$ cat src/hw/ooo_pkg.sv
`default_nettype none

package ooo_pkg;

	typedef enum logic [5:0] {
		OP_NOP  = 6'd0,
		OP_ADD  = 6'd1,
		OP_SUB  = 6'd2,
		OP_AND  = 6'd3,
		OP_OR   = 6'd4,
		OP_ADDI = 6'd5,
		OP_MUL  = 6'd6,
		OP_J    = 6'd7,
		OP_HALT = 6'd8
	} opcode_t;

	typedef logic [4:0]  reg_addr_t;
	typedef logic [31:0] word_t;
	typedef logic [13:0] pc_t;
	typedef logic [12:0] bundle_addr_t;
	typedef logic [15:0] imm_t;

	// result latencies in cycles after issue
	localparam int LAT_ALU    = 1;
	localparam int LAT_MUL    = 3;
	localparam int LAT_MASK_W = 4;

	// instruction field positions
	localparam int OPC_MSB = 31;
	localparam int OPC_LSB = 26;
	localparam int RD_MSB  = 25;
	localparam int RD_LSB  = 21;
	localparam int RS_MSB  = 20;
	localparam int RS_LSB  = 16;
	localparam int RT_MSB  = 15;
	localparam int RT_LSB  = 11;
	localparam int IMM_MSB = 15;
	localparam int IMM_LSB = 0;

endpackage

`default_nettype wire

$ cat src/hw/reg_file.sv
`timescale 1ns/1ps
`default_nettype none

module reg_file (
	input  wire                      clk,
	input  wire                      rstn,
	input  wire ooo_pkg::reg_addr_t  i_rs,
	input  wire ooo_pkg::reg_addr_t  i_rt,
	input  wire                      i_wb_vld,
	input  wire ooo_pkg::reg_addr_t  i_wb_addr,
	input  wire ooo_pkg::word_t      i_wb_data,
	output ooo_pkg::word_t           o_rs_val,
	output ooo_pkg::word_t           o_rt_val
);
	import ooo_pkg::*;

	word_t regs [32];

	always_ff @(posedge clk) begin
		if (rstn && i_wb_vld && i_wb_addr != '0)
			regs[i_wb_addr] <= i_wb_data;
	end

	// r0 reads as zero
	assign o_rs_val = (i_rs == '0) ? '0 : regs[i_rs];
	assign o_rt_val = (i_rt == '0) ? '0 : regs[i_rt];

endmodule

`default_nettype wire

$ cat config.mk
export PLATFORM = sky130hd
export DESIGN_NAME = reg_file
export DESIGN_NICKNAME = d
export VERILOG_FILES = /design/src/hw/ooo_pkg.sv /design/src/hw/reg_file.sv
export SDC_FILE = /design/constraint.sdc
export NUM_CORES = 1
export LEC_CHECK = 0
export BUFFER_PORTS_ARGS = -buffer_cell sky130_fd_sc_hd__buf_2
export CORE_ASPECT_RATIO = 0.8
export CORE_MARGIN = 3
export CORE_UTILIZATION = 60
export DETAILED_ROUTE_END_ITERATION = 8
export GPL_TIMING_DRIVEN = 0
export PLACE_DENSITY = 0.77
export SYNTH_ARGS = -nofsm -noshare
export SYNTH_HDL_FRONTEND = slang
export SYNTH_SLANG_ARGS = --single-unit
$ cat constraint.sdc
create_clock -name clk -period 9.5 [get_ports clk]
set_input_delay 2.375 -clock clk [delete_from_list [all_inputs] [get_ports clk]]
set_output_delay 2.375 -clock clk [all_outputs]
set_load 0.01 [all_outputs]
==> reports/metrics.yaml <==
status: "complete, no violations"
nets: 2690
gp_congestion: 1.036
critical_path.max_fanout: 10
grt.overflow.total: 0
cp-start-kind: "input pin"
synth.avg_cell_area_um2: 19.91
grt_pass1_wl_um: 222200
rsz0062_at_grt: "false"
fmax_ghz: 0.1185
io_pins: 114
crit_end: "o_rt_val[28]"
detail-route-antenna-nets: 0
maxCapViolations: 0
layout_common_cells: "1,024 x edfxtp_1, 418 x mux4_2, 217 x mux2i_1"
setup.worst_path.class: "input pin to primary output"
fillCellCount: 4783
row_count: 91
dp_hpwl_um: 110600
critPathLaunch: "i_rt[3]"
tns_ns: 0
largest-register: "regs"
cts_buffer_depth: 3
grt_usage: 0.3976
slew_viol_final: 0
die_y_um: 256.9
synth_top_cell_by_area: "edfxtp_1"
syn_to_final_growth_pct: 12.81
antenna_found_initial: 14
worst_ir_drop_vdd_mv: 0.1605
firstDrtPassIters: 6
worstPathArrival_ns: 6.07
min_path_type: "input pin to flop"
vias: 29240
required_ns: 7.13
hold-worst-slack_ns: 2.259
p_clk_frac: 0.396
synth_seq_cells: 1024
power_frac_seq: 0.503
final.period_utilization: 0.8886
vias_per_cell: 7.817
drtIter0Drc: 5357
internal_power_mw: 7.613
ys_types: 43
grt_max_degree: 33
power.density_mw_per_mm2: 187.8
cts_buffers: 99
finish.instance_area_mm2: 0.05324
path_cells: "buf_2 -> buf_2 -> nor2b_1 -> buf_1 -> clkbuf_1 -> a22o_1 -> a211oi_1 -> nor3_1 -> buf_2"
largest_reg_flops: 1024
crit_path_max_incr_delay_ns: 0.73
post_drt_wl_per_cell_um: 43.54
setup_viol: 0
clock_sinks: 1024
p_switching_mw: 2.387
worst_path_most_repeated_cell: "buf_2"
pre_cts_ws_ns: 1.408
synth_seq_area_share: 0.6515
cts_hold_buf: 0
worstMarginPinSlew_ns: 1.343
endpoint_kind: "primary output"
clk_pin_slew_ns: 0.07
reg.largest.list: "regs x1024"
syn_inst: 2370
combPwrFrac: 0.100
start_util: 0.6087
cpMaxStageDelayCell: "clkbuf_1"
io_buffer_count: 107
netlist_area_mm2: 0.04720
placed_area_mm2: 0.05004
dieArea_mm2: 0.08208
p_leak_nw: 17.40
drc: 0
final_common_cell: "edfxtp_1"
grt_pass1_vias: 28520
ys_warn_count: 0
finalCriticalPeriod_ns: 8.441
cts_resized: 0
cts_setup_buffers: 0
h-tree-depth: 3
drive_gt1_frac: 0.3175
cts_tree: "yes"
finalHoldViolations: 0
switching_share: 0.2387
final_core_util: 0.6866
core_mm2: 0.07754
die_w_um: 319.6
max_slew_margin: 0.1018
synth_top_area_frac: 0.6515
setup_ws_ns: 1.059
synthTopCellsByArea: "edfxtp_1 65%, mux4_2 20%, mux2i_1 4.6%"
cts.root.buffer_cell: "clkbuf_16"
drt_wl_total_um: 162900
-- synth_stat cells, drive strengths merged --
master / instances
nand3b: 5
and3: 1
nor4: 6
a2111oi: 32
buf: 114
nor2: 63
nand4: 1
a211o: 26
a221oi: 27
nand3: 2
mux4: 422
clkbuf: 81
and4: 1
o22ai: 59
nand4b: 1
mux2i: 217
nand2: 7
o221ai: 31
conb: 1
mux2: 27
a211oi: 41
inv: 28
nor3: 34
nand2b: 2
a32o: 1
nor4b: 1
nor2b: 14
a21oi: 26
and2: 1
a22o: 67
or3: 3
a21boi: 1
edfxtp: 1024
or3b: 3
-- worst min-delay path by stage --
stage	slack, ns	from	cells past startpoint	to
3_3_place_gp	2.91	i_wb_data[5]	1	regs[2][5]
6_report	2.26	i_wb_data[5]	1	regs[10][5]
4_1_cts	2.22	i_wb_data[31]	1	regs[7][31]
5_1_grt	2.26	i_wb_data[31]	1	regs[5][31]
3_5_place_dp	2.93	i_wb_data[31]	1	regs[6][31]
2_1_floorplan	2.47	i_wb_data[0]	0	regs[0][0]
-- power groups by stage --
| stage | registers [mW] | logic (mW) | clock network (mW) |
|---|---|---|---|
| floorplan | 5.12 | 0.514 | 0 |
| finish | 5.03 | 1.00 | 3.96 |
| global route | 5.03 | 1.01 | 4.15 |
| CTS | 5.03 | 0.959 | 3.96 |
| global placement | 5.12 | 0.932 | 0 |
| detailed placement | 5.13 | 0.955 | 0 |
-- logic make-up (layout without fill, tap and decap cells) --
group / Yosys count / after routing / synth area share
AO/OA/AOI/OAI: 311 / 311 / 0.05475
flip-flops: 1024 / 1024 / 0.6515
buffers and inverters: 223 / 537 / 0.02436
AND/OR/NAND/NOR: 145 / 145 / 0.01511
multiplexers: 666 / 666 / 0.2542
other: 1 / 35 / 0.00007946
-- area by class of cell --
class                           count  area, um^2  area share
Sequential cell                  1024       30750      0.5776
Multi-Input combinational cell   1154       15650      0.2939
Clock buffer                      114        2619     0.04919
Tap cell                         1023        1280     0.02404
Timing Repair Buffer              138        1216     0.02284
Buffer                            195        1045     0.01962
Clock inverter                     62       574.3     0.01079
Inverter                           28       105.1    0.001974
Antenna cell                        3       7.507   0.0001410
-- worst max-delay path: cells and delay by family --
| family | cells | cell delay (ns) |
|---|---|---|
| AO/OA/AOI/OAI | 2 | 0.66 |
| buffers and inverters | 5 | 2.09 |
| AND/OR/NAND/NOR | 2 | 0.90 |
-- per-stage QoR --
step                std cells  total power [mW]
floorplan                2401             5.634
global placement         3531             6.057
detailed placement       3562             6.082
CTS                      3738             9.945
global route             3739             10.19
finish                   3741             10.00
-- layer usage --
metal | part of all wire | vias to the layer above | wire [um] | GRT usage
li1 | - | 10870 | - | -
met2 | 0.44 | 2838 | 71280 | 0.5709
met5 | 0.0035 | - | 577 | 0.02047
met1 | 0.32 | 15050 | 52580 | 0.5138
met3 | 0.18 | 458 | 29120 | 0.1941
met4 | 0.057 | 20 | 9337 | 0.1844
(Power assumes the default switching activity.)
