File: config.mk
export PLATFORM = sky130hd
export DESIGN_NAME = scoreboard
export DESIGN_NICKNAME = d
export VERILOG_FILES = /design/src/hw/ooo_pkg.sv /design/src/hw/scoreboard.sv
export SDC_FILE = /design/constraint.sdc
export NUM_CORES = 1
export LEC_CHECK = 0
export ABC_CLOCK_PERIOD_IN_PS = 900
export BUFFER_PORTS_ARGS = -buffer_cell sky130_fd_sc_hd__buf_2
export CORE_AREA = 4 4 62 64
export DETAILED_ROUTE_END_ITERATION = 10
export DIE_AREA = 0 0 66 68
export GPL_ROUTABILITY_DRIVEN = 1
export PLACE_DENSITY_LB_ADDON = 0.1
export SLEW_MARGIN = 20
export SYNTH_ARGS = -nofsm -noshare
export SYNTH_HDL_FRONTEND = slang
export SYNTH_SLANG_ARGS = --single-unit
File: constraint.sdc
create_clock -name clk -period 0.9 [get_ports clk]
set_input_delay 0.045 -clock clk [delete_from_list [all_inputs] [get_ports clk]]
set_output_delay 0.045 -clock clk [all_outputs]
set_load 0.01 [all_outputs]
File: src/hw/ooo_pkg.sv
`default_nettype none

package ooo_pkg;

	typedef enum logic [5:0] {
		OP_NOP  = 6'd0,
		OP_ADD  = 6'd1,
		OP_SUB  = 6'd2,
		OP_AND  = 6'd3,
		OP_OR   = 6'd4,
		OP_ADDI = 6'd5,
		OP_MUL  = 6'd6,
		OP_J    = 6'd7,
		OP_HALT = 6'd8
	} opcode_t;

	typedef logic [4:0]  reg_addr_t;
	typedef logic [31:0] word_t;
	typedef logic [13:0] pc_t;
	typedef logic [12:0] bundle_addr_t;
	typedef logic [15:0] imm_t;

	// result latencies in cycles after issue
	localparam int LAT_ALU    = 1;
	localparam int LAT_MUL    = 3;
	localparam int LAT_MASK_W = 4;

	// instruction field positions
	localparam int OPC_MSB = 31;
	localparam int OPC_LSB = 26;
	localparam int RD_MSB  = 25;
	localparam int RD_LSB  = 21;
	localparam int RS_MSB  = 20;
	localparam int RS_LSB  = 16;
	localparam int RT_MSB  = 15;
	localparam int RT_LSB  = 11;
	localparam int IMM_MSB = 15;
	localparam int IMM_LSB = 0;

endpackage

`default_nettype wire

File: src/hw/scoreboard.sv
`timescale 1ns/1ps
`default_nettype none

module scoreboard (
	input  wire                      clk,
	input  wire                      rstn,
	input  wire                      i_issue,
	input  wire ooo_pkg::reg_addr_t  i_issue_rd,
	input  wire                      i_wb_vld,
	input  wire ooo_pkg::reg_addr_t  i_wb_addr,
	output logic [31:0]              o_busy_bits
);
	logic [31:0] bits_q;
	logic [31:0] set_mask;
	logic [31:0] clr_mask;

	assign set_mask = i_issue ? (32'd1 << i_issue_rd) : '0;
	assign clr_mask = i_wb_vld ? (32'd1 << i_wb_addr) : '0;

	always_ff @(posedge clk) begin
		if (!rstn) begin
			bits_q <= '0;
		end else begin
			// r0 never pends
			bits_q <= ((bits_q & ~clr_mask) | set_mask) & ~32'd1;
		end
	end

	assign o_busy_bits = bits_q;

	a_wb_pending: assert property (@(posedge clk) disable iff (!rstn)
		(i_wb_vld && i_wb_addr != '0) |-> bits_q[i_wb_addr]);

endmodule

`default_nettype wire

==> impl_metrics.py <==
metrics = {
    "route": {
        "wl_per_cell_um": 15.69,
        "drtAntennaViolNets": 0,
        "drc": 0,
        "firstDrtPassIters": 4,
        "vias": 1387,
        "dr.first_iter.drc_count": 86,
        "viasPerCell": 5.504,
        "wl_um": 3955,
    },
    "hold_path": {
        "min-delay-start": "i_issue_rd[1]",
        "min_to": "o_busy_bits[22]",
        "min_path_type": "in -> reg",
        "min_path_cells": 3,
    },
    "worst_setup_path": {
        "crit_path_max_fanout": 2,
        "crit_type": "reg -> out",
        "max_stage_delay_ns": 0.36,
        "cp.depth": 1,
        "rr_worst_depth": 2,
        "cp_data_arrival_time_ns": 0.83,
        "critPathRequiredTime_ns": 0.85,
        "rr_startpoint": "o_busy_bits[22]",
        "path_buf_inv": 1,
        "cp_top_family": "flip-flops",
        "cp_cell_sequence": "buf_2",
        "r2r_end": "o_busy_bits[22]",
        "start_kind": "register",
        "crit_slowest_cell": "dfxtp_1",
        "r2r_slack_ns": 0.20,
        "crit_path_end_kind": "primary output",
    },
    "die": {
        "core_area_um2": 3284,
        "rows": 21,
        "start_util_pct": 42.59,
        "die_w_um": 66,
        "dieArea_um2": 4488,
        "fp.dieH_um": 68,
        "io_pins": 46,
    },
    "clock_network": {
        "cts_tree": "built",
        "cts-root-buf": "clkbuf_4",
        "cts_buffers": 5,
        "clk_pin_slew_ns": 0.10,
        "clock_latency_ns": 0.34,
        "clk_path_buf_depth": 2,
        "clkSinkCount": 31,
        "cts_hold_buf": 0,
        "htree_levels": 2,
        "cts_setup_buffers": 0,
    },
    "power_and_ir_drop": {
        "p_total_mw": 2.577,
        "power_leakage_nw": 0.7902,
        "irDropWorstVdd_mv": 0.6820,
        "power.density_nw_per_um2": 1387,
    },
    "cells_and_area": {
        "fin_util_pct": 56.57,
        "layout-drive-gt1-share_pct": 43.69,
        "final_nets": 220,
        "syn2layout_area_growth_pct": 32.83,
        "largest_reg_flops": 31,
        "diodes": 0,
    },
    "timing": {
        "finalClockSkew_ns": 0,
        "fmax_mhz": 1146,
        "setup_tns_ns": 0,
        "rsz0062_at_grt": "false",
        "finalHoldViolations": 0,
        "fin_crit_ns": 0.8725,
        "finalMaxSlewViolations": 0,
        "period_share_pct": 96.94,
        "setup_viol": 0,
    },
    "grt": {
        "track_usage_pct": 18.87,
        "first_global_vias": 1348,
        "met3_usage_pct": 5.255,
        "grtUsageMet1_pct": 22.09,
        "antenna_found_initial": 0,
        "grt.met2_usage_pct": 31.16,
        "overflow": 0,
        "grt_max_degree": 17,
        "busiest_layer": "met2",
        "grt_first_pass_wirelength_um": 6403,
    },
    "yosys": {
        "ys_warn_count": 0,
        "synth.net_count": 163,
        "synth_edf_count": 0,
        "avgSynthCellArea_um2": 9.388,
        "synthArstFlopShare_pct": 0,
        "syn_inst": 149,
        "yosysUniqueCellTypes": 32,
        "ys_seq_area_share_pct": 44.36,
        "synthFlopType": "dfxtp_1",
        "syn-cell-area_um2": 1399,
        "synth_seq_cells": 31,
    },
    "place": {
        "place.port_buffers": 44,
        "dp_hpwl_um": 3092,
        "place_congestion": 0.8943,
    },
    "job": {
        "maxCapViolCount": 0,
    },
    "outcome": {
        "outcome": "completed",
    },
}
Yosys cell counts, drive strengths merged (2+ instances only):
cell,count,area [µm²]
dfxtp,31,620.6
o21ai,20,100.1
nand2,12,45.04
o211ai,12,110.1
a32o,11,110.1
nand3,9,45.04
o311ai,8,70.06
buf,7,46.29
inv,4,15.01
nand3b,4,30.03
nor2,4,15.01
nor2b,4,25.02
clkbuf,3,11.26
or2,3,18.77
and4bb,2,25.02
nand2b,2,12.51
nand4b,2,17.52
nor3,2,10.01
or3b,2,20.02
how the worst max path moves through the flow:
stage | startpoint | end | slack, ns
global route | o_busy_bits[6] | o_busy_bits[6] | 0.003
detailed placement | i_wb_addr[3] | o_busy_bits[22] | -0.24
finish | o_busy_bits[13] | o_busy_bits[13] | 0.03
global placement | i_wb_addr[4] | o_busy_bits[7] | -0.15
CTS | o_busy_bits[26] | o_busy_bits[26] | 0.007
floorplan | i_wb_addr[1] | o_busy_bits[13] | -0.01
cell type report:
class / instances / area [µm²]
well taps: 46 / 57.56
clock inverters: 1 / 5.005
repair buffers: 60 / 377.9
fillers: 306 / 1426
flip-flops and latches: 31 / 634.4
clock buffers: 6 / 51.30
multi-input cells: 104 / 716.9
inverters: 4 / 15.01
power breakdown:
part	switching [mW]	internal [mW]	leakage, nW
Combinational	0.195	0.147	0.500
Sequential	0.00906	1.39	0.256
Clock	0.476	0.361	0.0341
Total	0.680	1.90	0.790
kinds of logic after synthesis:
logic type / share of synthesized area (%)
AO/OA/AOI/OAI: 27.91
buffers and inverters: 5.187
flip-flops: 44.37
other: 0.2681
AND/OR/NAND/NOR: 22.27
metrics by stage:
stage / cells / hold WS (ns) / worst slack [ns] / instance area [µm²]
2_1_floorplan: 149 / 0.2139 / -0.01368 / 1418
3_3_place_gp: 245 / 0.3907 / -0.1471 / 1788
3_5_place_dp: 245 / 0.4152 / -0.2418 / 1788
4_1_cts: 252 / 0.05510 / 0.007455 / 1844
5_1_grt: 252 / 0.09287 / 0.002544 / 1858
6_report: 252 / 0.06081 / 0.02751 / 1858
placed cells by master (no fill, tap or decap), drive strengths merged, types with 3 or more instances in the layout:
cell	instances
or2	3
inv	4
nand3b	4
dfxtp	31
buf	60
o21ai	20
nor2b	4
a32o	11
o311ai	8
nor2	4
clkbuf	6
nand3	9
nand2	12
o211ai	12
worst reg2reg max path: stages, from the launching register on:
cell	delay [ns]
dfxtp_1	0.33
o311ai_0	0.09
o21ai_0	0.15
metal layers:
| metal | vias up | routed length, µm |
|---|---|---|
| li1 | 686 | - |
| met1 | 651 | 1698 |
| met2 | 43 | 1987 |
| met3 | 7 | 212 |
| met4 | 0 | 57 |
| met5 | - | 0 |
timing repair:
item                                   CTS  global route
setup endpoints to repair                0            11
gates resized for setup                  0            11
endpoints found under the hold margin    0             0
(Power assumes the default switching activity.)
