<file path="config.mk">
export PLATFORM = sky130hd
export DESIGN_NAME = fetch_unit
export DESIGN_NICKNAME = d
export VERILOG_FILES = /design/src/hw/ooo_pkg.sv /design/src/hw/fetch_unit.sv
export SDC_FILE = /design/constraint.sdc
export NUM_CORES = 1
export LEC_CHECK = 0
export ABC_CLOCK_PERIOD_IN_PS = 1700
export BUFFER_PORTS_ARGS = -buffer_cell sky130_fd_sc_hd__buf_4
export CORE_MARGIN = 5
export CORE_UTILIZATION = 44
export CTS_CLUSTER_SIZE = 25
export DETAILED_ROUTE_END_ITERATION = 8
export GPL_ROUTABILITY_DRIVEN = 0
export PLACE_DENSITY = 0.8
export SLEW_MARGIN = 20
export SYNTH_ARGS = -nofsm -noshare
export SYNTH_HDL_FRONTEND = slang
export SYNTH_SLANG_ARGS = --single-unit
</file>
<file path="constraint.sdc">
create_clock -name clk -period 1.7 [get_ports clk]
set_clock_uncertainty 0.1 [all_clocks]
set_input_delay 0.17 -clock clk [delete_from_list [all_inputs] [get_ports clk]]
set_output_delay 0.17 -clock clk [all_outputs]
set_load 0.05 [all_outputs]
</file>
<file path="src/hw/ooo_pkg.sv">
`default_nettype none

package ooo_pkg;

	typedef enum logic [5:0] {
		OP_NOP  = 6'd0,
		OP_ADD  = 6'd1,
		OP_SUB  = 6'd2,
		OP_AND  = 6'd3,
		OP_OR   = 6'd4,
		OP_ADDI = 6'd5,
		OP_MUL  = 6'd6,
		OP_J    = 6'd7,
		OP_HALT = 6'd8
	} opcode_t;

	typedef logic [4:0]  reg_addr_t;
	typedef logic [31:0] word_t;
	typedef logic [13:0] pc_t;
	typedef logic [12:0] bundle_addr_t;
	typedef logic [15:0] imm_t;

	// result latencies in cycles after issue
	localparam int LAT_ALU    = 1;
	localparam int LAT_MUL    = 3;
	localparam int LAT_MASK_W = 4;

	// instruction field positions
	localparam int OPC_MSB = 31;
	localparam int OPC_LSB = 26;
	localparam int RD_MSB  = 25;
	localparam int RD_LSB  = 21;
	localparam int RS_MSB  = 20;
	localparam int RS_LSB  = 16;
	localparam int RT_MSB  = 15;
	localparam int RT_LSB  = 11;
	localparam int IMM_MSB = 15;
	localparam int IMM_LSB = 0;

endpackage

`default_nettype wire

</file>
<file path="src/hw/fetch_unit.sv">
`timescale 1ns/1ps
`default_nettype none

module fetch_unit (
	input  wire                   clk,
	input  wire                   rstn,
	input  wire                   i_stall,
	input  wire                   i_redirect,
	input  wire ooo_pkg::pc_t     i_target,
	input  wire                   i_halted,
	output ooo_pkg::bundle_addr_t o_imem_addr,
	output ooo_pkg::pc_t          o_fetch_pc,
	output logic                  o_slot0_en,
	output logic                  o_slot1_en
);
	import ooo_pkg::*;

	pc_t  pc_q;
	pc_t  fetch_pc_q;
	logic drop_q;
	logic stall_q;
	logic bundle_ok;

	assign o_imem_addr = pc_q[13:1];
	assign o_fetch_pc  = fetch_pc_q;

	// returning bundle is fresh unless it follows a redirect or repeats under stall
	assign bundle_ok  = !drop_q && !stall_q && !i_halted;
	// odd jump target starts in slot 1
	assign o_slot0_en = bundle_ok && !fetch_pc_q[0];
	assign o_slot1_en = bundle_ok;

	always_ff @(posedge clk) begin
		if (!rstn) begin
			pc_q       <= '0;
			fetch_pc_q <= '0;
			drop_q     <= 1'b1;
			stall_q    <= 1'b0;
		end else begin
			fetch_pc_q <= pc_q;
			drop_q     <= i_redirect;
			stall_q    <= i_stall;
			if (i_halted) begin
				pc_q <= pc_q;
			end else if (i_redirect) begin
				pc_q <= i_target;
			end else if (!i_stall) begin
				pc_q <= {pc_q[13:1] + 13'd1, 1'b0};
			end
		end
	end

endmodule

`default_nettype wire

</file>
==> summary.md <==
| Metric | Value |
|---|---|
| Status | `finished clean` |
| Part of the power in the clock network | `between 20% and 30%` |
| Register area share after synthesis | `42.5%` |
| Combinational share of power | `between 20% and 30%` |
| Port bufs | `47` |
| Fin area | `~0.0018 mm2` |
| Yosys warnings | `0` |
| TritonCTS clock tree | `done` |
| IO Count | `48` |
| DRC violations left | `0` |
| Die width | `between 60 and 70 um` |
| Switching Power | `0.448 mW` |
| Cell count after synthesis | `158` |
| Max-slew headroom | `69.6%` |
| Setup TNS | `0 ps` |
| Yosys top cell area share | `between 40% and 50%` |
| Area added between synthesis and finish | `29.1%` |
| Worst r2r dst | `pc_q[9]` |
| Critical Path RT | `roughly 1800 ps` |
| ANT cells | `0` |
| Worst setup EP type | `flip-flop` |
| Gr usage total | `between 15 and 20%` |
| Syn nets | `178` |
| Total core area | `approximately 0.0031 mm2` |
| Via density | `5.54` |
| Fmax achieved | `just over 0.6 GHz` |
| Pint | `0.995 mW` |
| Power, Total | `about 1.4 mW` |
| H-Tree Level Count | `2` |
| Slew of the pin with the lowest slew margin | `454 ps` |
| Antenna-violating nets left | `0` |
| Number of synthesized flops with an enable pin | `0` |
| Kind of critical path | `reg2reg` |
| Distinct cell type count after synthesis | `46` |
| Reg2reg start | `pc_q[1]` |
| Pin count of the biggest net entering global routing | `21` |
| Die Area | `~0.0044 mm2` |
| Netlist Area Pre-Place | `0.00141 mm2` |
| Clk Latency, worst-skew pair | `330 ps` |
| Synth Register Bits | `30` |
| Routed len/inst | `about 15 um` |
| Syn avg cell area | `8.94 um2` |
| RSZ-0062 raised after global routing | `false` |
| Total Nets Final | `221` |
| Die Ht | `66.7 um` |
| Worst-path clk slew | `about 90 ps` |
| Final slew viol count | `0` |
| DRT Pass-1 Iters | `4` |
| Number of setup violations in the final report | `0` |
| CP max FO | `4` |
| Clock sink count | `30` |
| Power per Cell Area | `791 mW/mm2` |
| Global route overflow | `0` |
| Setup crit start kind | `flip-flop` |
| Overall routed net length | `3720 um` |
| Hold Startpoint | `i_target[0]` |
| Total CTS buffers | `5` |
| # Post-CTS Setup Buffers | `0` |
| Ys flop type | `dfxtp_1` |
| Initial antenna violation count | `0` |
| CTS Root Cell | `clkbuf_4` |
| VDD IR max | `roughly 0.38 mV` |
| Final min period | `1620 ps` |
| Worst reg2reg path depth | `5` |
| First-pass GRT wire length | `between 5000 and 6000 um` |
| Hold WC Path Type | `in2reg` |
| Reg2Reg Setup Slack | `80 ps` |
| Worst path arrival time | `1720 ps` |
| Area leader, netlist | `dfxtp_1` |
| Longest Clk Path Bufs | `2` |
| Placed instance area | `0.00177 mm2` |
| Ys async rst share | `0%` |
| Row count | `20` |
| Final period util | `95.6%` |
| Max cap viols | `0` |
| Final hold violation count | `0` |
| Synth top area cells | `dfxtp_1, buf_4, and2_1` |
| Hold Path Sink | `pc_q[0]` |
| Register share of total power | `~52%` |
| Vias | `1358` |
| Final WS setup | `around 75 ps` |
| Vias in the first global route | `1325` |
| Layout cells sized above 1 | `37.8%` |
| Initial drt markers | `105` |
| Starting Density | `45.9%` |
| Switch share | `31.1%` |
| Worst hold stages | `3` |
| Pre-CTS setup slack | `65.4 ps` |
| P_leak | `roughly 0.76 nW` |
| Hpwl dp | `2790 um` |
-- synth_stat cells, types with 4 or more instances --
cell and n:
buf_4 14, nor3_1 4, and2_1 13, nand2_1 17, dfxtp_1 30, a21oi_1 7
nor2_1 9, nor4_1 5, inv_1 4
-- critical path, cell delays in order, from the launching register on --
cell	delay [ps]
dfxtp_1	370
ha_2	220
nand3_2	80
or2_4	270
a2111oi_4	360
a2111oi_2	80
-- registers in the layout (all words and copies together), names as in the netlist --
register    count
drop_q          1
o_fetch_pc     14
stall_q         1
pc_q           14
-- area by class of cell --
cell class,instances,area [um2]
timing repair buffer,56,420
tap,44,55.1
multi-input combinational,102,678
inverter,6,22.5
sequential,30,602
clock buffer,7,45.0
fill,283,1250
-- how the worst max path moves through the flow --
stage | start | endpoint | slack (ps) | cells past startpoint
global route | pc_q[1] | pc_q[9] | 20 | 5
CTS | pc_q[1] | pc_q[9] | 50 | 6
detailed placement | pc_q[1] | pc_q[9] | 70 | 6
finish | pc_q[1] | pc_q[9] | 80 | 5
floorplan | pc_q[1] | pc_q[9] | 20 | 5
global placement | pc_q[1] | pc_q[9] | 160 | 5
-- routing by layer --
| metal | up-vias | global-route usage, % | share of wire [%] |
|---|---|---|---|
| met5 | - | 0 | 0 |
| met4 | 0 | 7.61 | 1.7 |
| met3 | 7 | 5.56 | 8.9 |
| met2 | 66 | 29.7 | 51 |
| met1 | 645 | 20.8 | 38 |
| li1 | 640 | - | - |
-- cell families after synthesis --
kind of cell	share of synthesized area [%]
simple gates	24.6
fa+ha+maj	0.886
compound gates	20.4
mux	0.709
buf+inv	10.9
flops	42.5
-- layout by cell type, fill, tap and decap left out, types with 2 or more instances in the layout --
cell type | Yosys | layout
nand2_1 | 17 | 17
nor2_1 | 9 | 9
clkbuf_4 | 0 | 5
o21ai_0 | 3 | 3
buf_4 | 14 | 56
a22oi_1 | 2 | 2
o31ai_1 | 3 | 3
inv_1 | 4 | 4
o21ai_1 | 2 | 2
nor3_1 | 4 | 3
nor4_1 | 5 | 4
nand3_1 | 3 | 3
dfxtp_1 | 30 | 29
a211oi_1 | 3 | 3
a21oi_1 | 7 | 7
o22ai_1 | 3 | 3
and2_1 | 13 | 13
a31oi_1 | 3 | 3
clkbuf_1 | 3 | 2
-- per-stage QoR --
stage                     instances  util (%)  hold slack [ps]
final                           245      59.2             4.11
after global routing            245      59.2             10.3
after CTS                       245      58.9            0.726
after detailed placement        238      57.4              348
after global placement          238      57.4              309
after floorplan                 158         -              192
-- what timing repair did --
| action | CTS | global route |
|---|---|---|
| gates resized for setup | 0 | 3 |
| setup endpoints to repair | 0 | 1 |
| hold buffers | 0 | 0 |
-- power groups by stage --
stage,clock [mW],combinational [mW],sequential [mW]
after global routing,0.434,0.322,0.757
after CTS,0.395,0.302,0.753
after floorplan,0,0.171,0.804
after detailed placement,0,0.301,0.769
final,0.388,0.301,0.754
after global placement,0,0.295,0.768
Power figures use the tool's default switching activity.
