`src/hw/ooo_pkg.sv`:
```
`default_nettype none

package ooo_pkg;

	typedef enum logic [5:0] {
		OP_NOP  = 6'd0,
		OP_ADD  = 6'd1,
		OP_SUB  = 6'd2,
		OP_AND  = 6'd3,
		OP_OR   = 6'd4,
		OP_ADDI = 6'd5,
		OP_MUL  = 6'd6,
		OP_J    = 6'd7,
		OP_HALT = 6'd8
	} opcode_t;

	typedef logic [4:0]  reg_addr_t;
	typedef logic [31:0] word_t;
	typedef logic [13:0] pc_t;
	typedef logic [12:0] bundle_addr_t;
	typedef logic [15:0] imm_t;

	// result latencies in cycles after issue
	localparam int LAT_ALU    = 1;
	localparam int LAT_MUL    = 3;
	localparam int LAT_MASK_W = 4;

	// instruction field positions
	localparam int OPC_MSB = 31;
	localparam int OPC_LSB = 26;
	localparam int RD_MSB  = 25;
	localparam int RD_LSB  = 21;
	localparam int RS_MSB  = 20;
	localparam int RS_LSB  = 16;
	localparam int RT_MSB  = 15;
	localparam int RT_LSB  = 11;
	localparam int IMM_MSB = 15;
	localparam int IMM_LSB = 0;

endpackage

`default_nettype wire

```
`src/hw/exec_unit.sv`:
```
`timescale 1ns/1ps
`default_nettype none

module exec_unit (
	input  wire                      clk,
	input  wire                      rstn,
	input  wire                      i_issue,
	input  wire ooo_pkg::opcode_t    i_op,
	input  wire ooo_pkg::reg_addr_t  i_rd,
	input  wire ooo_pkg::word_t      i_a,
	input  wire ooo_pkg::word_t      i_b,
	input  wire ooo_pkg::imm_t       i_imm,
	output logic [ooo_pkg::LAT_MASK_W-1:0] o_lat_busy,
	output logic                     o_wb_vld,
	output ooo_pkg::reg_addr_t       o_wb_addr,
	output ooo_pkg::word_t           o_wb_data
);
	import ooo_pkg::*;

	logic      is_mul;
	logic      alu_go;
	word_t     alu_res;
	logic      m1_vld_q, m2_vld_q;
	word_t     m1_a_q, m1_b_q;
	reg_addr_t m1_rd_q, m2_rd_q;
	word_t     m2_prod_q;

	assign is_mul = (i_op == OP_MUL);
	assign alu_go = i_issue && !is_mul;

	always_comb begin
		case (i_op)
			OP_ADD:  alu_res = i_a + i_b;
			OP_SUB:  alu_res = i_a - i_b;
			OP_AND:  alu_res = i_a & i_b;
			OP_OR:   alu_res = i_a | i_b;
			OP_ADDI: alu_res = i_a + {{16{i_imm[15]}}, i_imm};
			default: alu_res = '0;
		endcase
	end

	// bit n set: write port taken n cycles from now
	assign o_lat_busy = {1'b0, m1_vld_q, m2_vld_q, o_wb_vld};

	always_ff @(posedge clk) begin
		if (!rstn) begin
			m1_vld_q <= 1'b0;
			m2_vld_q <= 1'b0;
			o_wb_vld <= 1'b0;
		end else begin
			m1_vld_q <= i_issue && is_mul;
			m2_vld_q <= m1_vld_q;
			o_wb_vld <= alu_go || m2_vld_q;
		end
	end

	always_ff @(posedge clk) begin
		m1_a_q    <= i_a;
		m1_b_q    <= i_b;
		m1_rd_q   <= i_rd;
		m2_prod_q <= m1_a_q * m1_b_q;
		m2_rd_q   <= m1_rd_q;
		if (m2_vld_q) begin
			o_wb_addr <= m2_rd_q;
			o_wb_data <= m2_prod_q;
		end else begin
			o_wb_addr <= i_rd;
			o_wb_data <= alu_res;
		end
	end

	a_one_writer: assert property (@(posedge clk) disable iff (!rstn)
		!(alu_go && m2_vld_q));

endmodule

`default_nettype wire

```
`config.mk`:
```
export PLATFORM = sky130hd
export DESIGN_NAME = exec_unit
export DESIGN_NICKNAME = d
export VERILOG_FILES = /design/src/hw/ooo_pkg.sv /design/src/hw/exec_unit.sv
export SDC_FILE = /design/constraint.sdc
export NUM_CORES = 1
export LEC_CHECK = 0
export BUFFER_PORTS_ARGS = -buffer_cell sky130_fd_sc_hd__buf_2
export CAP_MARGIN = 25
export CORE_UTILIZATION = 60
export CTS_CLUSTER_DIAMETER = 50
export CTS_CLUSTER_SIZE = 12
export DETAILED_ROUTE_END_ITERATION = 10
export MAX_ROUTING_LAYER = met4
export PLACE_DENSITY = 0.88
export SKIP_LAST_GASP = 1
export SYNTH_ARGS = -nofsm -noshare
export SYNTH_HDL_FRONTEND = slang
export SYNTH_SLANG_ARGS = --single-unit
```
`constraint.sdc`:
```
create_clock -name clk -period 9.5 [get_ports clk]
set_clock_uncertainty 0.2 [all_clocks]
set_input_delay 1.9 -clock clk [delete_from_list [all_inputs] [get_ports clk]]
set_output_delay 1.9 -clock clk [all_outputs]
set_load 0.02 [all_outputs]
```
==> impl_metrics.csv, run 1 <==
group,metric,value,unit
min_path,hp-class,"reg2reg",
cells_and_area,finalNetCount,3142,
route,viasPerCell,5.87,
clock_network,cts_inserted_buffers,17,
yosys,async_flop_share,0,%
floorplan,std_cell_rows,70,
place,place_congestion,0.972,
critical_path,path_common_cell,"fa_1",
place,preCtsSetupSlack,1.77,ns
critical_path,worstPathRequired,9.62,ns
floorplan,die_h,194,um
yosys,synth-edff-count,0,
timing,finalCriticalPeriod,7.87,ns
timing,worst_slew_pin_slew,1.08,ns
yosys,ys_top_cells_by_area,"fa_1 37%, dfxtp_1 13%, ha_1 8.8%",
critical_path,path_class,"reg2reg",
timing,fmax,127,MHz
critical_path,crit_arrival,7.99,ns
cells_and_area,n_fill_cell,2859,
route,wl_per_cell,20.4,um
place,port_buffers,134,
floorplan,ios,136,
clock_network,cts_resized,0,
timing,setup_viol,0,
critical_path,cp_max_fo,20,
grt,grt_pass1_vias,18900,
clock_network,postCtsHoldBufs,0,
outcome,status,"complete, no violations",
yosys,syn_nets,3098,
critical_path,critPathSlowestCell,"dfxtp_1",
critical_path,crit_path_end_kind,"flop",
cells_and_area,regArea,0.00292,sq mm
yosys,ys_ff_latch,146,
yosys,yosys_most_used_dff,"dfxtp_1",
clock_network,clock_latency,0.43,ns
timing,rsz0062_at_grt,"false",
route,wl,60400,um
cells_and_area,multi_input_area,0.0172,sq mm
floorplan,die_area,0.0377,sq mm
job,maxCapViolCount,0,
floorplan,core_area,0.0364,sq mm
grt,grt_max_degree,66,
clock_network,clock_sinks,146,
place,hpwl,48100,um
clock_network,cts_setup_buffers,0,
cells_and_area,synthToLayoutAreaGrowth,6.81,%
timing,hold_violations,0,
yosys,synth_largest_area_cell,"fa_1",
critical_path,worstSetupStartpointType,"flop",
grt,overflow,0,
yosys,yosysTopAreaCellShare,37.0,%
route,drtAntennaViolNets,0,
grt,grt_usage,34.6,%
clock_network,cts_tree,"built",
timing,worst_slew_margin_rel,27.7,%
timing,tns,0,ns
route,num_vias,17400,
cells_and_area,final_util,64.9,%
grt,grt_pass1_wl,98600,um
critical_path,path_delay_family,"adder cells",
yosys,synth_area,0.0222,sq mm
grt,antenna_found_initial,2,
critical_path,critPathBufInv,4,
yosys,yosys_warnings,0,
timing,setup_ws,1.63,ns
clock_network,clock_path_buffers,2,
route,first_iter_violations,1298,
yosys,synth_seq_area_share,13.2,%
yosys,syn_inst,2440,
clock_network,h-tree-depth,4,
floorplan,die_w,194,um
floorplan,start_util,60.8,%
clock_network,path_clk_slew,0.07,ns
critical_path,crit_chain,"and2_1, fa_1, fa_1, fa_1, inv_1, fa_1, inv_1, fa_1, inv_1, fa_1, inv_1, fa_1, fa_1, ha_1, o21a_1, o21ai_0, nand2b_1, o211ai_1, a31o_2, o31ai_1, o21ai_0, o21ai_0, a21oi_1, xnor2_1",
timing,period_share,82.8,%
cells_and_area,drive_gt1_share,8.09,%
route,drtPass1Iterations,9,
yosys,syn_avg_cell_area,9.08,sq um
timing,maxSlewViolCount,0,
route,drc_errors,0,
yosys,ys_types,69,
clock_network,root_buffer,"clkbuf_16",
critical_path,max_stage_delay,0.92,ns
layout make-up:
class	instances	area share (%)
Multi-Input combinational cell	1750	72.5
Timing Repair Buffer	151	3.54
Tap cell	468	2.47
Clock inverter	12	0.518
Sequential cell	146	12.4
Clock buffer	20	1.93
Antenna cell	1	0.0106
Inverter	418	6.63
per-layer routing:
layer  GRT usage [%]  vias up  wire length (um)
li1                -     7684                 -
met1            43.6     8591             23300
met2            56.4      970             29200
met3            4.84      163              5540
met4            14.2        0              2410
met5               -        -                 0
cell usage in the layout (no fill, tap or decap), types with 5 or more instances in the layout:
master and n:
xnor2_1 89, a21oi_1 63, inv_1 418, nand3_1 12, a22oi_1 5, or3_1 8, nor3_1 21, or4_1 5
ha_1 155, a21o_1 52, and2_1 287, nand2b_1 12, xor2_1 25, o21ai_0 79, nand4_1 5, buf_2 134
a222oi_1 22, clkbuf_16 17, nor2_1 48, buf_4 15, mux2_2 5, o221ai_1 7, dfxtp_1 145, o21a_1 7
nor4_1 9, clkinvlp_4 5, nand2_1 313, nor2b_1 7, a221o_1 20, o21ai_1 5, fa_1 409
registers in the layout (all words and copies together), names as in the netlist:
name,count
o_wb_data,32
m2_prod_q,32
o_wb_addr,5
o_wb_vld,1
m1_a_q,32
m2_vld_q,1
m2_rd_q,5
m1_b_q,32
m1_rd_q,5
m1_vld_q,1
cell usage after synthesis, drive strengths merged, types with 7 or more instances:
library cell  number
buf               10
or3                9
nor4              11
a21oi             63
xor2              25
xnor2             89
dfxtp            146
nand3             13
a221o             20
inv              418
nand2b            12
nor2              48
or4                7
and2             287
ha               155
o21ai             84
o221ai             7
clkbuf           116
nand2            313
a222oi            22
o311ai             8
o21a               7
fa               409
nor3              23
nor2b              7
a21o              52
kinds of logic (layout without fill, tap and decap cells):
family | after synthesis | count (layout) | share of synthesized area (%)
simple gates | 750 | 750 | 17.2
other cells | 1 | 2 | 0.0169
buf+inv | 544 | 601 | 9.36
compound gates | 316 | 316 | 9.75
fa+ha+maj | 564 | 564 | 45.7
flops | 146 | 146 | 13.2
mux | 5 | 5 | 0.254
xor+xnor | 114 | 114 | 4.51
worst register-to-register path: stages, from the launching register on:
cell and delay (ns):
dfxtp_1 0.92, and2_1 0.26, fa_1 0.45, fa_1 0.50
fa_1 0.52, inv_1 0.06, fa_1 0.48, inv_1 0.05
fa_1 0.49, inv_1 0.05, fa_1 0.55, inv_1 0.06
fa_1 0.52, fa_1 0.43, ha_1 0.40, o21a_1 0.16
o21ai_0 0.08, nand2b_1 0.09, o211ai_1 0.10, a31o_2 0.25
o31ai_1 0.49, o21ai_0 0.21, o21ai_0 0.20, a21oi_1 0.10
xnor2_1 0.13
per-stage QoR:
| stage | hold slack, ns | instance area, sq um | std cells |
|---|---|---|---|
| floorplan | 0.110 | 22200 | 2440 |
| global placement | 0.113 | 23000 | 2931 |
| detailed placement | 0.119 | 23100 | 2932 |
| CTS | 0.128 | 23600 | 2964 |
| global route | 0.132 | 23700 | 2966 |
| finish | 0.126 | 23700 | 2966 |
worst paths after layout:
kind | to | from | slack, ns | cells after the start
setup / recovery | m2_prod_q[30] | m1_a_q[12] | 1.63 | 24
hold / removal | m2_rd_q[0] | m1_rd_q[0] | 0.13 | 0
setup reg to reg | m2_prod_q[30] | m1_a_q[12] | 1.63 | 24
hold reg to reg | m2_rd_q[0] | m1_rd_q[0] | 0.13 | 0
Power of run 1 is left out: the tool's default activity adds up to more than one toggle a clock period on the data nets, which glitch-free logic cannot reach.
==> run 2, diff against run 1 <==
--- a/config.mk
+++ b/config.mk
@@ -7,12 +7,12 @@
 export LEC_CHECK = 0
 export BUFFER_PORTS_ARGS = -buffer_cell sky130_fd_sc_hd__buf_2
 export CAP_MARGIN = 25
-export CORE_UTILIZATION = 60
+export CORE_UTILIZATION = 58
 export CTS_CLUSTER_DIAMETER = 50
 export CTS_CLUSTER_SIZE = 12
 export DETAILED_ROUTE_END_ITERATION = 10
 export MAX_ROUTING_LAYER = met4
-export PLACE_DENSITY = 0.88
+export PLACE_DENSITY = 0.89
 export SKIP_LAST_GASP = 1
 export SYNTH_ARGS = -nofsm -noshare
 export SYNTH_HDL_FRONTEND = slang
==> constraint.sdc (replaced) <==
create_clock -name clk -period 6.8 [get_ports clk]
set_clock_uncertainty 0.2 [all_clocks]
set_input_delay 1.36 -clock clk [delete_from_list [all_inputs] [get_ports clk]]
set_output_delay 1.36 -clock clk [all_outputs]
set_load 0.02 [all_outputs]
==> impl_metrics.csv, run 2 (synthesized netlist as in run 1, its figures left out) <==
group,metric,value,unit
outcome,status,"finished with violations",
outcome,violations,"setup timing",
floorplan,ios,136,
timing,period_share,100,%
route,drtAntennaViolNets,0,
cells_and_area,finalNetCount,3276,
clock_network,clock_latency,0.44,ns
timing,setup_ws,-0.0259,ns
grt,grt_pass1_vias,19700,
place,place_congestion,1.03,
place,dpl.cell_count,3100,
clock_network,clock_sinks,146,
grt,grt_pass1_wl,103000,um
critical_path,cp_max_fo,4,
timing,worst_slew_margin_rel,35.1,%
route,drtPass1Iterations,7,
place,preCtsSetupSlack,-0.357,ns
clock_network,path_clk_slew,0.07,ns
grt,grt.met3_usage,6.57,%
critical_path,crit_start,"m1_a_q[13]",
place,hpwl,52400,um
cells_and_area,multi_input_area,0.0173,sq mm
grt,antenna_found_initial,0,
cells_and_area,n_fill_cell,2759,
route,drc_errors,0,
grt,overflow,0,
cells_and_area,final_cells,3142,
min_path,worstHoldStart,"m1_rd_q[4]",
grt,busiest_layer,"met2",
timing,finalCriticalPeriod,6.83,ns
timing,setup_viol,3,
place,port_buffers,134,
timing,rsz0062_at_grt,"true",
critical_path,path_class,"reg2reg",
route,wl_per_cell,20.4,um
cells_and_area,antenna_cells,0,
route,first_iter_violations,1692,
critical_path,crit_path_end_kind,"flop",
route,wl,64200,um
clock_network,h-tree-depth,4,
clock_network,postCtsHoldBufs,0,
cells_and_area,final_cell_mix,"414 x inv_1, 404 x fa_1, 312 x nand2_1",
critical_path,worstPathRequired,6.96,ns
clock_network,cts_tree,"built",
route,num_vias,18300,
floorplan,core_area,0.0377,sq mm
place,post_dp_cell_area,0.0241,sq mm
clock_network,cts_inserted_buffers,17,
timing,worst_slew_pin_slew,0.974,ns
floorplan,die_h,197,um
timing,maxSlewViolCount,0,
grt,grt_usage,35.3,%
cells_and_area,fin_area,0.0251,sq mm
critical_path,worstSetupStartpointType,"flop",
clock_network,clock_path_buffers,2,
grt,met1_usage,45.2,%
min_path,hp-class,"reg2reg",
cells_and_area,synthToLayoutAreaGrowth,13.2,%
job,maxCapViolCount,0,
grt,grt_max_degree,66,
clock_network,root_buffer,"clkbuf_16",
cells_and_area,layout_commonest_cell,"inv_1",
critical_path,r2r-start,"m1_a_q[13]",
floorplan,start_util,58.8,%
cells_and_area,regArea,0.00297,sq mm
grt,use_met2,55.9,%
floorplan,die_w,197,um
critical_path,crit_arrival,6.98,ns
route,viasPerCell,5.83,
floorplan,std_cell_rows,71,
floorplan,die_area,0.0390,sq mm
timing,hold_violations,0,
timing,fmax,147,MHz
timing,worst_hold_slack,0.134,ns
cells_and_area,drive_gt1_share,15.1,%
[run 2: final cells by class]
class	instances	share of cell area, %
inverters	418	6.26
multi-input cells	1750	69.2
clock inverters	12	0.469
repair buffers	285	7.86
well taps	511	2.55
clock buffers	20	1.82
flip-flops and latches	146	11.9
[run 2: layer usage]
layer  share of wire [%]  vias to the layer above
met2                  47                     1131
met1                  38                     9011
met4                 3.7                        0
met5                   0                        -
met3                  11                      208
li1                    -                     7959
[run 2: worst paths after layout]
path	end	slack (ns)	cells after the start
setup / recovery	m2_prod_q[28]	-0.03	22
hold / removal	m2_rd_q[4]	0.13	0
hold reg to reg	m2_rd_q[4]	0.13	0
setup reg to reg	m2_prod_q[28]	-0.03	22
[run 2: what timing repair did]
| action | CTS | global route |
|---|---|---|
| pin swaps | 15 | 23 |
| gates resized for setup | 35 | 60 |
| buffers inserted | 7 | 5 |
| setup endpoints to repair | 8 | 9 |
[run 2: metrics by stage]
stage	setup TNS (ns)	util [%]
4_1_cts	-0.0164	65.9
5_1_grt	-0.844	66.6
6_report	-0.0603	66.6
3_3_place_gp	-0.718	64.0
2_1_floorplan	0	-
3_5_place_dp	-1.52	64.0
[run 2: worst max-delay path: stages, from the launching register on]
cell      delay [ns]
dfxtp_2         0.33
buf_4           0.14
and2_4          0.15
fa_1            0.53
fa_1            0.44
fa_1            0.51
inv_2           0.04
fa_1            0.54
inv_2           0.04
fa_1            0.48
fa_1            0.58
fa_1            0.46
fa_1            0.57
ha_4            0.23
a21o_1          0.16
a211o_1         0.27
o211ai_1        0.18
a31o_2          0.20
o31ai_4         0.07
o21ai_2         0.19
nand2b_1        0.09
a21oi_1         0.19
xnor2_1         0.14
Power of run 2 is left out for the same reason.
